==> src/include/hdmi_init_config.svh <==
`ifndef HDMI_INIT_CONFIG_SVH
`define HDMI_INIT_CONFIG_SVH

// register map of the wishbone i2c core
`define WB_ADR_PRER_LO  3'd0
`define WB_ADR_PRER_HI  3'd1
`define WB_ADR_CTR      3'd2
`define WB_ADR_TXRX     3'd3      // transmit on write, receive on read
`define WB_ADR_CRSR     3'd4      // command on write, status on read

`define PRER_LO_VAL     8'h8F     // scl prescaler low byte
`define PRER_HI_VAL     8'h01
`define CTR_ENABLE      8'h80     // core enable, no interrupt

`define CMD_START_WR        8'h90
`define CMD_STOP_WR         8'h50
`define CMD_WR              8'h10
`define CMD_READ_NACK_STOP  8'h68

`define SR_TIP_BIT      1         // transfer in progress
`define SR_RXACK_BIT    7         // slave did not acknowledge

// bus switch in front of the transmitter
`define SWITCH_ADDR     7'h74
`define SWITCH_DATA     8'h20     // hdmi channel only

`define HDMI_ADDR       7'h39
`define HPD_REG         8'h96     // bit 7 is hot-plug detect

`define ADV_REG_COUNT   63

`endif

==> src/design/i2c_core_pkg.sv <==
package i2c_core_pkg;

   // request into the register port of the core
   typedef struct packed {
      logic [2:0] adr;
      logic [7:0] dat;
      logic       we;
      logic       stb;
      logic       cyc;
   } wb_req_t;

   // response of the core; dat always shows the addressed register
   typedef struct packed {
      logic [7:0] dat;
      logic       ack;    // not used by the driver
   } wb_rsp_t;

endpackage

==> src/design/hdmi_init_pkg.sv <==
package hdmi_init_pkg;

   // one byte on the wire, either a slave address or plain data
   typedef union packed {
      struct packed {
         logic [6:0] dev;
         logic       rd;
      } addr;
      logic [7:0] data;
   } tx_byte_u;

   typedef enum logic [1:0] {
      START_ADDR,    // start, then write
      MID_BYTE,      // write only
      LAST_BYTE,     // write, then stop
      READ_BYTE      // read with nack, then stop
   } xfer_kind_e;

   typedef struct packed {
      xfer_kind_e kind;
      tx_byte_u   tx;
   } xfer_cmd_t;

   typedef struct packed {
      logic [7:0] addr;
      logic [7:0] value;
   } reg_entry_t;

   typedef enum logic [2:0] {
      PH_SW_WR,
      PH_SW_RD,
      PH_HPD,
      PH_CFG_WR,
      PH_CFG_RD,
      PH_DONE,
      PH_HALT
   } phase_e;

endpackage

==> src/design/i2c_core_driver.sv <==
`timescale 1ns/10ps
`include "hdmi_init_config.svh"

module i2c_core_driver (
   input  logic                     clk,
   input  logic                     rst,
   input  hdmi_init_pkg::xfer_cmd_t cmd_i,
   input  logic                     start_i,
   output logic                     ready_o,
   output logic                     xfer_done_o,
   output logic [7:0]               rx_byte_o,
   output i2c_core_pkg::wb_req_t    wb_req_o,
   input  i2c_core_pkg::wb_rsp_t    wb_rsp_i
);
   import hdmi_init_pkg::*;

   typedef enum logic [3:0] {
      D_IDLE,
      D_SETUP,
      D_READY,
      D_LOAD,
      D_TX,
      D_CMD,
      D_TIP,
      D_ACK,
      D_RX
   } drv_state_e;

   drv_state_e state_q, state_d;
   logic [1:0] count_q;            // pacing counter
   logic       step_ok;
   logic [2:0] adr_q, adr_d;
   logic [7:0] dat_q, dat_d;
   logic       we;
   logic       done_q, done_d;
   logic       load_cmd;
   logic       capture;
   logic       tip;
   logic       rx_nack;
   xfer_cmd_t  cmd_q;
   logic [7:0] rx_q;

   function automatic logic [7:0] cmd_code(input xfer_kind_e kind);
      logic [7:0] code;
      case (kind)
         START_ADDR: code = `CMD_START_WR;
         MID_BYTE:   code = `CMD_WR;
         LAST_BYTE:  code = `CMD_STOP_WR;
         default:    code = `CMD_READ_NACK_STOP;
      endcase
      return code;
   endfunction

   assign step_ok = (count_q == 2'd0);
   assign tip     = wb_rsp_i.dat[`SR_TIP_BIT];
   assign rx_nack = wb_rsp_i.dat[`SR_RXACK_BIT];

   always_comb begin
      state_d  = state_q;
      adr_d    = adr_q;
      dat_d    = dat_q;
      we       = 1'b0;
      done_d   = 1'b0;
      load_cmd = 1'b0;
      capture  = 1'b0;
      case (state_q)
         D_IDLE: begin                       // one cycle with the bus idle
            state_d = D_SETUP;
            adr_d   = `WB_ADR_PRER_LO;
            dat_d   = `PRER_LO_VAL;
         end
         D_SETUP: begin
            we = 1'b1;
            if (wb_rsp_i.dat == dat_q && step_ok) begin   // readback matches
               case (adr_q)
                  `WB_ADR_PRER_LO: begin
                     adr_d = `WB_ADR_PRER_HI;
                     dat_d = `PRER_HI_VAL;
                  end
                  `WB_ADR_PRER_HI: begin
                     adr_d = `WB_ADR_CTR;
                     dat_d = `CTR_ENABLE;
                  end
                  default: state_d = D_READY;
               endcase
            end
         end
         D_READY: begin
            if (start_i) begin
               load_cmd = 1'b1;
               state_d  = D_LOAD;
            end
         end
         D_LOAD: begin                       // line up with the pacing counter
            if (step_ok) begin
               adr_d   = `WB_ADR_TXRX;
               dat_d   = cmd_q.tx.data;
               state_d = D_TX;
            end
         end
         D_TX: begin
            we = 1'b1;
            if (step_ok) begin
               adr_d   = `WB_ADR_CRSR;
               dat_d   = cmd_code(cmd_q.kind);
               state_d = D_CMD;
            end
         end
         D_CMD: begin
            we = 1'b1;                       // held until the core reports tip
            if (tip && step_ok) state_d = D_TIP;
         end
         D_TIP: begin
            if (!tip && step_ok) begin
               if (cmd_q.kind == READ_BYTE) begin
                  adr_d   = `WB_ADR_TXRX;    // receive register on read
                  state_d = D_RX;
               end else begin
                  state_d = D_ACK;
               end
            end
         end
         D_ACK: begin
            if (!rx_nack && step_ok) begin   // a nack keeps us here
               done_d  = 1'b1;
               state_d = D_READY;
            end
         end
         D_RX: begin
            if (step_ok) begin
               capture = 1'b1;
               done_d  = 1'b1;
               state_d = D_READY;
            end
         end
         default: state_d = D_IDLE;
      endcase
   end

   always_ff @(posedge clk or posedge rst) begin
      if (rst) begin
         state_q <= D_IDLE;
         count_q <= 2'd0;
         adr_q   <= 3'd0;
         dat_q   <= 8'd0;
         done_q  <= 1'b0;
      end else begin
         state_q <= state_d;
         count_q <= count_q + 2'd1;          // free running
         adr_q   <= adr_d;
         dat_q   <= dat_d;
         done_q  <= done_d;
      end
   end

   always_ff @(posedge clk) begin
      if (load_cmd) cmd_q <= cmd_i;
      if (capture) rx_q <= wb_rsp_i.dat;
   end

   always_comb begin
      wb_req_o.adr = adr_q;
      wb_req_o.dat = dat_q;
      wb_req_o.we  = we;
      wb_req_o.stb = (state_q != D_IDLE);
      wb_req_o.cyc = (state_q != D_IDLE);
   end

   assign ready_o     = (state_q == D_READY);
   assign xfer_done_o = done_q;
   assign rx_byte_o   = rx_q;

endmodule

==> src/design/adv7511_reg_rom.sv <==
`timescale 1ns/10ps

module adv7511_reg_rom (
   input  logic [5:0]                index_i,
   output hdmi_init_pkg::reg_entry_t entry_o
);

   // address, value
   always_comb begin
      case (index_i)
         6'd0:  entry_o = {8'h41, 8'h10};   // power up
         6'd1:  entry_o = {8'h0B, 8'hC7};   // spdif
         6'd2:  entry_o = {8'h14, 8'h02};   // audio word length 16
         6'd3:  entry_o = {8'h15, 8'h00};   // rgb 4:4:4 in
         6'd4:  entry_o = {8'h16, 8'h32};   // 8 bit, rising edge
         6'd5:  entry_o = {8'h17, 8'h60};   // sync polarity low
         6'd6:  entry_o = {8'h3C, 8'h02};   // vic
         6'd7:  entry_o = {8'h0A, 8'h10};   // spdif, mclk
         6'd8:  entry_o = {8'h55, 8'h00};   // rgb out
         6'd9:  entry_o = {8'h73, 8'h01};   // two audio channels
         6'd10: entry_o = {8'h9D, 8'h60};   // pixel clock undivided
         6'd11: entry_o = {8'hAF, 8'h06};   // hdmi mode, no hdcp
         6'd12: entry_o = {8'hD7, 8'h04};   // hsync front porch
         6'd13: entry_o = {8'hD8, 8'h03};
         6'd14: entry_o = {8'hD9, 8'hE0};
         6'd15: entry_o = {8'hDA, 8'h24};
         6'd16: entry_o = {8'hDB, 8'h06};
         6'd17: entry_o = {8'hF9, 8'h00};   // fixed i2c address
         // reserved registers with required values
         6'd18: entry_o = {8'h3B, 8'hE0};
         6'd19: entry_o = {8'h44, 8'h00};
         6'd20: entry_o = {8'h48, 8'h00};
         6'd21: entry_o = {8'h94, 8'hC0};
         6'd22: entry_o = {8'h96, 8'h00};
         6'd23: entry_o = {8'h98, 8'h03};
         6'd24: entry_o = {8'h99, 8'h02};
         6'd25: entry_o = {8'h9A, 8'hE0};
         6'd26: entry_o = {8'h9B, 8'h18};
         6'd27: entry_o = {8'h9C, 8'h30};
         6'd28: entry_o = {8'h9F, 8'h00};
         6'd29: entry_o = {8'hA1, 8'h00};
         6'd30: entry_o = {8'hA2, 8'hA4};
         6'd31: entry_o = {8'hA3, 8'hA4};
         6'd32: entry_o = {8'hA4, 8'h08};
         6'd33: entry_o = {8'hA5, 8'h04};
         6'd34: entry_o = {8'hA6, 8'h00};
         6'd35: entry_o = {8'hA7, 8'h00};
         6'd36: entry_o = {8'hA8, 8'h00};
         6'd37: entry_o = {8'hA9, 8'h00};
         6'd38: entry_o = {8'hAA, 8'h00};
         6'd39: entry_o = {8'hAB, 8'h40};
         6'd40: entry_o = {8'hB9, 8'h00};
         6'd41: entry_o = {8'hBA, 8'h00};
         6'd42: entry_o = {8'hBB, 8'h00};
         6'd43: entry_o = {8'hC7, 8'h00};
         6'd44: entry_o = {8'hCD, 8'h00};
         6'd45: entry_o = {8'hCE, 8'h01};
         6'd46: entry_o = {8'hCF, 8'h04};
         6'd47: entry_o = {8'hD0, 8'h3C};
         6'd48: entry_o = {8'hD1, 8'hFF};
         6'd49: entry_o = {8'hD2, 8'h80};
         6'd50: entry_o = {8'hD3, 8'h80};
         6'd51: entry_o = {8'hD4, 8'h80};
         6'd52: entry_o = {8'hD5, 8'h00};
         6'd53: entry_o = {8'hD6, 8'h00};
         6'd54: entry_o = {8'hDC, 8'h00};
         6'd55: entry_o = {8'hDD, 8'h00};
         6'd56: entry_o = {8'hDE, 8'h10};
         6'd57: entry_o = {8'hDF, 8'h01};
         6'd58: entry_o = {8'hE0, 8'h3C};
         6'd59: entry_o = {8'hE2, 8'h00};
         6'd60: entry_o = {8'hE3, 8'h00};
         6'd61: entry_o = {8'hE4, 8'h60};
         6'd62: entry_o = {8'hFA, 8'h00};   // last entry
         default: entry_o = '0;
      endcase
   end

endmodule

==> src/design/hdmi_init_sequencer.sv <==
`timescale 1ns/10ps
`include "hdmi_init_config.svh"

module hdmi_init_sequencer (
   input  logic                      clk,
   input  logic                      rst,
   input  logic                      ready_i,
   input  logic                      xfer_done_i,
   input  logic [7:0]                rx_byte_i,
   output hdmi_init_pkg::xfer_cmd_t  cmd_o,
   output logic                      start_o,
   output logic [5:0]                index_o,
   input  hdmi_init_pkg::reg_entry_t entry_i,
   output logic                      iic_rst_o,
   output logic                      done_o,
   output logic [5:0]                error_cnt_o
);
   import hdmi_init_pkg::*;

   phase_e     phase_q;
   logic [1:0] step_q;            // byte within the phase
   logic [1:0] last_step;
   logic       busy_q;            // one transfer in flight
   logic [5:0] index_q;
   logic [5:0] error_q;
   logic       iic_rst_q;
   logic       active;
   logic [7:0] ptr;

   assign active = (phase_q != PH_DONE) && (phase_q != PH_HALT);
   assign ptr    = (phase_q == PH_HPD) ? `HPD_REG : entry_i.addr;

   // byte command for the current phase and step
   always_comb begin
      cmd_o.kind    = START_ADDR;
      cmd_o.tx.data = 8'd0;
      last_step     = 2'd1;
      case (phase_q)
         PH_SW_WR: begin
            if (step_q == 2'd0) begin
               cmd_o.tx.addr.dev = `SWITCH_ADDR;
               cmd_o.tx.addr.rd  = 1'b0;
            end else begin
               cmd_o.kind    = LAST_BYTE;
               cmd_o.tx.data = `SWITCH_DATA;
            end
         end
         PH_SW_RD: begin
            if (step_q == 2'd0) begin
               cmd_o.tx.addr.dev = `SWITCH_ADDR;
               cmd_o.tx.addr.rd  = 1'b1;
            end else begin
               cmd_o.kind = READ_BYTE;
            end
         end
         PH_CFG_WR: begin
            last_step = 2'd2;
            case (step_q)
               2'd0: begin
                  cmd_o.tx.addr.dev = `HDMI_ADDR;
                  cmd_o.tx.addr.rd  = 1'b0;
               end
               2'd1: begin
                  cmd_o.kind    = MID_BYTE;
                  cmd_o.tx.data = entry_i.addr;
               end
               default: begin
                  cmd_o.kind    = LAST_BYTE;
                  cmd_o.tx.data = entry_i.value;
               end
            endcase
         end
         PH_HPD, PH_CFG_RD: begin          // set the pointer, then read back
            last_step = 2'd3;
            case (step_q)
               2'd0: begin
                  cmd_o.tx.addr.dev = `HDMI_ADDR;
                  cmd_o.tx.addr.rd  = 1'b0;
               end
               2'd1: begin
                  cmd_o.kind    = MID_BYTE;
                  cmd_o.tx.data = ptr;
               end
               2'd2: begin                  // repeated start
                  cmd_o.tx.addr.dev = `HDMI_ADDR;
                  cmd_o.tx.addr.rd  = 1'b1;
               end
               default: cmd_o.kind = READ_BYTE;
            endcase
         end
         default: ;
      endcase
   end

   assign start_o = active && iic_rst_q && ready_i && !busy_q;

   always_ff @(posedge clk or posedge rst) begin
      if (rst) begin
         phase_q   <= PH_SW_WR;
         step_q    <= 2'd0;
         busy_q    <= 1'b0;
         index_q   <= 6'd0;
         error_q   <= 6'd0;
         iic_rst_q <= 1'b0;
      end else begin
         iic_rst_q <= 1'b1;                 // switch leaves reset
         if (start_o) busy_q <= 1'b1;
         if (xfer_done_i) begin
            busy_q <= 1'b0;
            if (step_q != last_step) begin
               step_q <= step_q + 2'd1;
            end else begin
               step_q <= 2'd0;
               case (phase_q)
                  PH_SW_WR: phase_q <= PH_SW_RD;
                  PH_SW_RD: phase_q <= (rx_byte_i == `SWITCH_DATA) ? PH_HPD : PH_HALT;
                  PH_HPD: begin
                     if (rx_byte_i[7]) phase_q <= PH_CFG_WR;   // else poll again
                  end
                  PH_CFG_WR: phase_q <= PH_CFG_RD;
                  PH_CFG_RD: begin
                     if (rx_byte_i != entry_i.value) error_q <= error_q + 6'd1;
                     if (index_q == 6'(`ADV_REG_COUNT - 1)) begin
                        phase_q <= PH_DONE;
                     end else begin
                        index_q <= index_q + 6'd1;
                        phase_q <= PH_CFG_WR;
                     end
                  end
                  default: ;
               endcase
            end
         end
      end
   end

   assign index_o     = index_q;
   assign iic_rst_o   = iic_rst_q;
   assign done_o      = (phase_q == PH_DONE);
   assign error_cnt_o = error_q;

endmodule

==> src/design/hdmi_init_top.sv <==
`timescale 1ns/10ps

module hdmi_init_top (
   input  logic                  clk,
   input  logic                  rst,
   output i2c_core_pkg::wb_req_t wb_req_o,
   input  i2c_core_pkg::wb_rsp_t wb_rsp_i,
   output logic                  iic_rst_o,
   output logic                  done_o,
   output logic [5:0]            error_cnt_o
);
   import hdmi_init_pkg::*;

   xfer_cmd_t  cmd;
   logic       start;
   logic       ready;
   logic       xfer_done;
   logic [7:0] rx_byte;
   logic [5:0] index;
   reg_entry_t entry;

   i2c_core_driver u_driver (
      .clk         (clk),
      .rst         (rst),
      .cmd_i       (cmd),
      .start_i     (start),
      .ready_o     (ready),
      .xfer_done_o (xfer_done),
      .rx_byte_o   (rx_byte),
      .wb_req_o    (wb_req_o),
      .wb_rsp_i    (wb_rsp_i)
   );

   adv7511_reg_rom u_rom (
      .index_i (index),
      .entry_o (entry)
   );

   hdmi_init_sequencer u_seq (
      .clk         (clk),
      .rst         (rst),
      .ready_i     (ready),
      .xfer_done_i (xfer_done),
      .rx_byte_i   (rx_byte),
      .cmd_o       (cmd),
      .start_o     (start),
      .index_o     (index),
      .entry_i     (entry),
      .iic_rst_o   (iic_rst_o),
      .done_o      (done_o),
      .error_cnt_o (error_cnt_o)
   );

endmodule

==> config.mk <==
export PLATFORM = sky130hd
export DESIGN_NAME = hdmi_init_top
export DESIGN_NICKNAME = d
export VERILOG_FILES = /design/src/design/i2c_core_pkg.sv /design/src/design/hdmi_init_pkg.sv /design/src/design/i2c_core_driver.sv /design/src/design/adv7511_reg_rom.sv /design/src/design/hdmi_init_sequencer.sv /design/src/design/hdmi_init_top.sv
export VERILOG_INCLUDE_DIRS = /design/src /design/src/include
export SDC_FILE = /design/constraint.sdc
export NUM_CORES = 1
export LEC_CHECK = 0
export BUFFER_PORTS_ARGS = -buffer_cell sky130_fd_sc_hd__buf_2
export CAP_MARGIN = 20
export CORE_AREA = 2 2 96 98
export DETAILED_ROUTE_END_ITERATION = 16
export DIE_AREA = 0 0 98 100
export PLACE_DENSITY = 0.76
export RECOVER_POWER = 25
export SLEW_MARGIN = 10
export SYNTH_ARGS = -nofsm -noshare
export SYNTH_HDL_FRONTEND = slang
export SYNTH_HIERARCHICAL = 1
export SYNTH_SLANG_ARGS = --single-unit
export TNS_END_PERCENT = 20
==> constraint.sdc <==
create_clock -name clk -period 2.8 [get_ports clk]
set_input_delay 0.14 -clock clk [delete_from_list [all_inputs] [get_ports clk]]
set_output_delay 0.14 -clock clk [all_outputs]
set_load 0.005 [all_outputs]
==> results.ini <==
[outcome]
status = completed

[worst_setup_path]
worst_setup_path_start_kind = flip-flop
worstReg2RegStart = u_seq/index_o[3]$_DFFE_PP0P_
critPathKind = reg -> reg
worstSetupStartpoint = u_seq/index_o[3]$_DFFE_PP0P_
endpoint_kind = flip-flop
arrival_ns = 2.85
cp_max_fo = 15
worst-endpoint-required_ns = 3.01

[global_routing]
grt_antenna_before_repair = 0
overflow = 0
grt_max_degree = 26
grt_usage_pct = 26.6
grt_pass1_wl_um = 21200
grt_pass1_vias = 4064

[cts]
cts_buffers = 5
cts_tree = yes
cts_sinks = 55
insertion_delay_ns = 0.32
htree_levels = 2
cts-root-buf = clkbuf_8
cts.path.max_buffers = 2
clk_pin_slew_ns = 0.11

[drt]
wirelength_um = 13100
via_per_inst = 6.38
vias = 4450
drtIter0Drc = 410
ant_nets = 0
routedWlPerCell_um = 18.8
dr.pass1.iters = 5
drc = 0

[yosys]
avgSynthCellArea_um2 = 8.77
synthArstFlopShare_pct = 67.3
synth_edf_count = 18
ys_warn_count = 6
synth_nets = 570
synth.distinct_cells = 83
ys_ff_latch = 55
ys_seq_area_share_pct = 30.9
synth_top_flop_cell = dfrtp_1
synthCells = 542
synth_area_mm2 = 0.00475

[min_path]
min_from = wb_rsp_i[3]
hold_path.class = in -> reg

[floorplanning]
initial_core_util_pct = 53.4
rows = 35
die_x_um = 98
coreArea_mm2 = 0.00889
dieHeight_um = 100
die_area_mm2 = 0.00980
pin_count = 33

[sta]
setup-violations-final = 0
fin_setup_tns_ns = 0
rsz0062_at_grt = no
tightest_slew_ns = 0.747
fmax_mhz = 379
hold_slack_ns = 0.0637
fin_crit_ns = 2.64
post-route-period-util_pct = 94.1
hold_viol_final = 0
drv_slew = 0
finClkSkew_ns = 0.0102
relSlewSlack_pct = 49.8

[place]
gp_congestion = 0.971
hpwl_um = 9660
placed_cells = 683
io_buffers = 31

[power]
p_per_area_mw_per_mm2 = 251
leakagePower_nw = 2.08
power_mw = 1.33
ir_drop_v = 0.000175

[final_layout]
n_antenna_cell = 0
layout_common_cells = 47 x buf_4, 37 x nor2_1, 37 x a21oi_1
nets = 613
drive_gt1_share_pct = 20.5
final_util_pct = 59.7
final_common_cell = buf_4
areaGrowthSynthToFinish_pct = 11.8
fin_cells = 697

[job]
maxCapViolCount = 0

metal layers:
| metal | vias up | part of all wire, % | GRT usage, % |
|---|---|---|---|
| li1 | 2097 | - | - |
| met1 | 2099 | 44 | 39.2 |
| met2 | 230 | 46 | 41.7 |
| met3 | 24 | 8.5 | 3.90 |
| met4 | 0 | 1.2 | 5.88 |
| met5 | - | 0 | 0 |
power by group:
group	switching (mW)	internal [mW]
logic	0.0261	0.0148
clock network	0.275	0.181
registers	0.00316	0.831
total	0.305	1.03
synth_stat cells (10+ instances only):
cell | number | area share (%)
nand2b_1 | 14 | 1.8
inv_1 | 26 | 2.1
o211ai_1 | 12 | 1.9
xnor2_1 | 20 | 3.7
clkbuf_1 | 18 | 1.4
buf_2 | 14 | 1.5
a21oi_1 | 38 | 4.0
nor2_1 | 37 | 2.9
edfxtp_1 | 18 | 11
nor3_1 | 12 | 1.3
nor2b_1 | 13 | 1.7
ha_1 | 17 | 4.5
a31oi_1 | 10 | 1.3
mux2_2 | 14 | 3.3
o21ai_0 | 24 | 2.5
nand2_1 | 29 | 2.3
o21ai_1 | 10 | 1.1
dfrtp_1 | 37 | 19
repair_timing:
item	CTS	global route
gates resized for setup	0	10
hold buffers	1	0
endpoints found under the hold margin	37	0
buffers inserted	0	5
endpoints found under the setup margin	0	6
sequential cells by signal (all words and copies together), names as in the netlist, 2 cells and up:
name and cells:
u_driver/adr_q 3, u_driver/cmd_q 10, u_driver/count_q 2, u_driver/dat_q 8, u_driver/rx_byte_o 8, u_driver/state_q 4, u_seq/error_cnt_o 6, u_seq/index_o 6
u_seq/phase_q 3, u_seq/step_q 2
worst paths after layout:
kind	to	slack (ns)	cells past startpoint
max in group asynchronous	u_seq/index_o[0]$_DFFE_PP0P_	1.81	3
hold / removal	u_driver/rx_byte_o[2]$_DFFE_PP_	0.06	1
setup / recovery	u_seq/error_cnt_o[1]$_DFFE_PP0P_	0.16	9
hold reg to reg	u_driver/count_q[0]$_DFF_PP0_	0.41	1
min in group asynchronous	u_seq/busy_q$_DFFE_PP0P_	0.48	3
setup reg to reg	u_seq/error_cnt_o[1]$_DFFE_PP0P_	0.16	9
logic make-up (layout without fill, tap and decap cells):
logic type / Yosys count / count (layout) / share of synthesized area [%]
XOR/XNOR: 29 / 29 / 5.35
adder cells (fa/ha/maj): 17 / 17 / 4.48
flip-flops: 55 / 55 / 30.9
multiplexers: 25 / 25 / 6.56
other: 1 / 1 / 0.0789
AND/OR/NAND/NOR: 161 / 161 / 18.4
buffers and inverters: 72 / 116 / 7.16
AO/OA/AOI/OAI: 182 / 182 / 27.1
critical path, cell delays in order (launching register included):
cell and delay, ns:
dfrtp_2 0.50, buf_4 0.23, nor2_1 0.38, nand2_1 0.08
and3_1 0.20, a31oi_2 0.20, xnor2_1 0.14, nand4_1 0.23
o21ai_2 0.25, mux2_4 0.32
through the flow:
| step | setup WS, ns | cell area [um^2] |
|---|---|---|
| global route | 0.00718 | 5310 |
| finish | 0.164 | 5310 |
| floorplan | 0.0271 | 4760 |
| CTS | 0.0241 | 5260 |
| detailed placement | 0.0483 | 5150 |
| global placement | 0.0685 | 5150 |
layout make-up:
| class | count | area (um^2) |
|---|---|---|
| fillers | 804 | 3580 |
| repair buffers | 80 | 523 |
| clock inverters | 3 | 23.8 |
| well taps | 111 | 139 |
| multi-input cells | 415 | 2980 |
| clock buffers | 5 | 68.8 |
| inverters | 28 | 105 |
| flip-flops and latches | 55 | 1470 |
No activity file was read; power rests on OpenSTA's default activity.
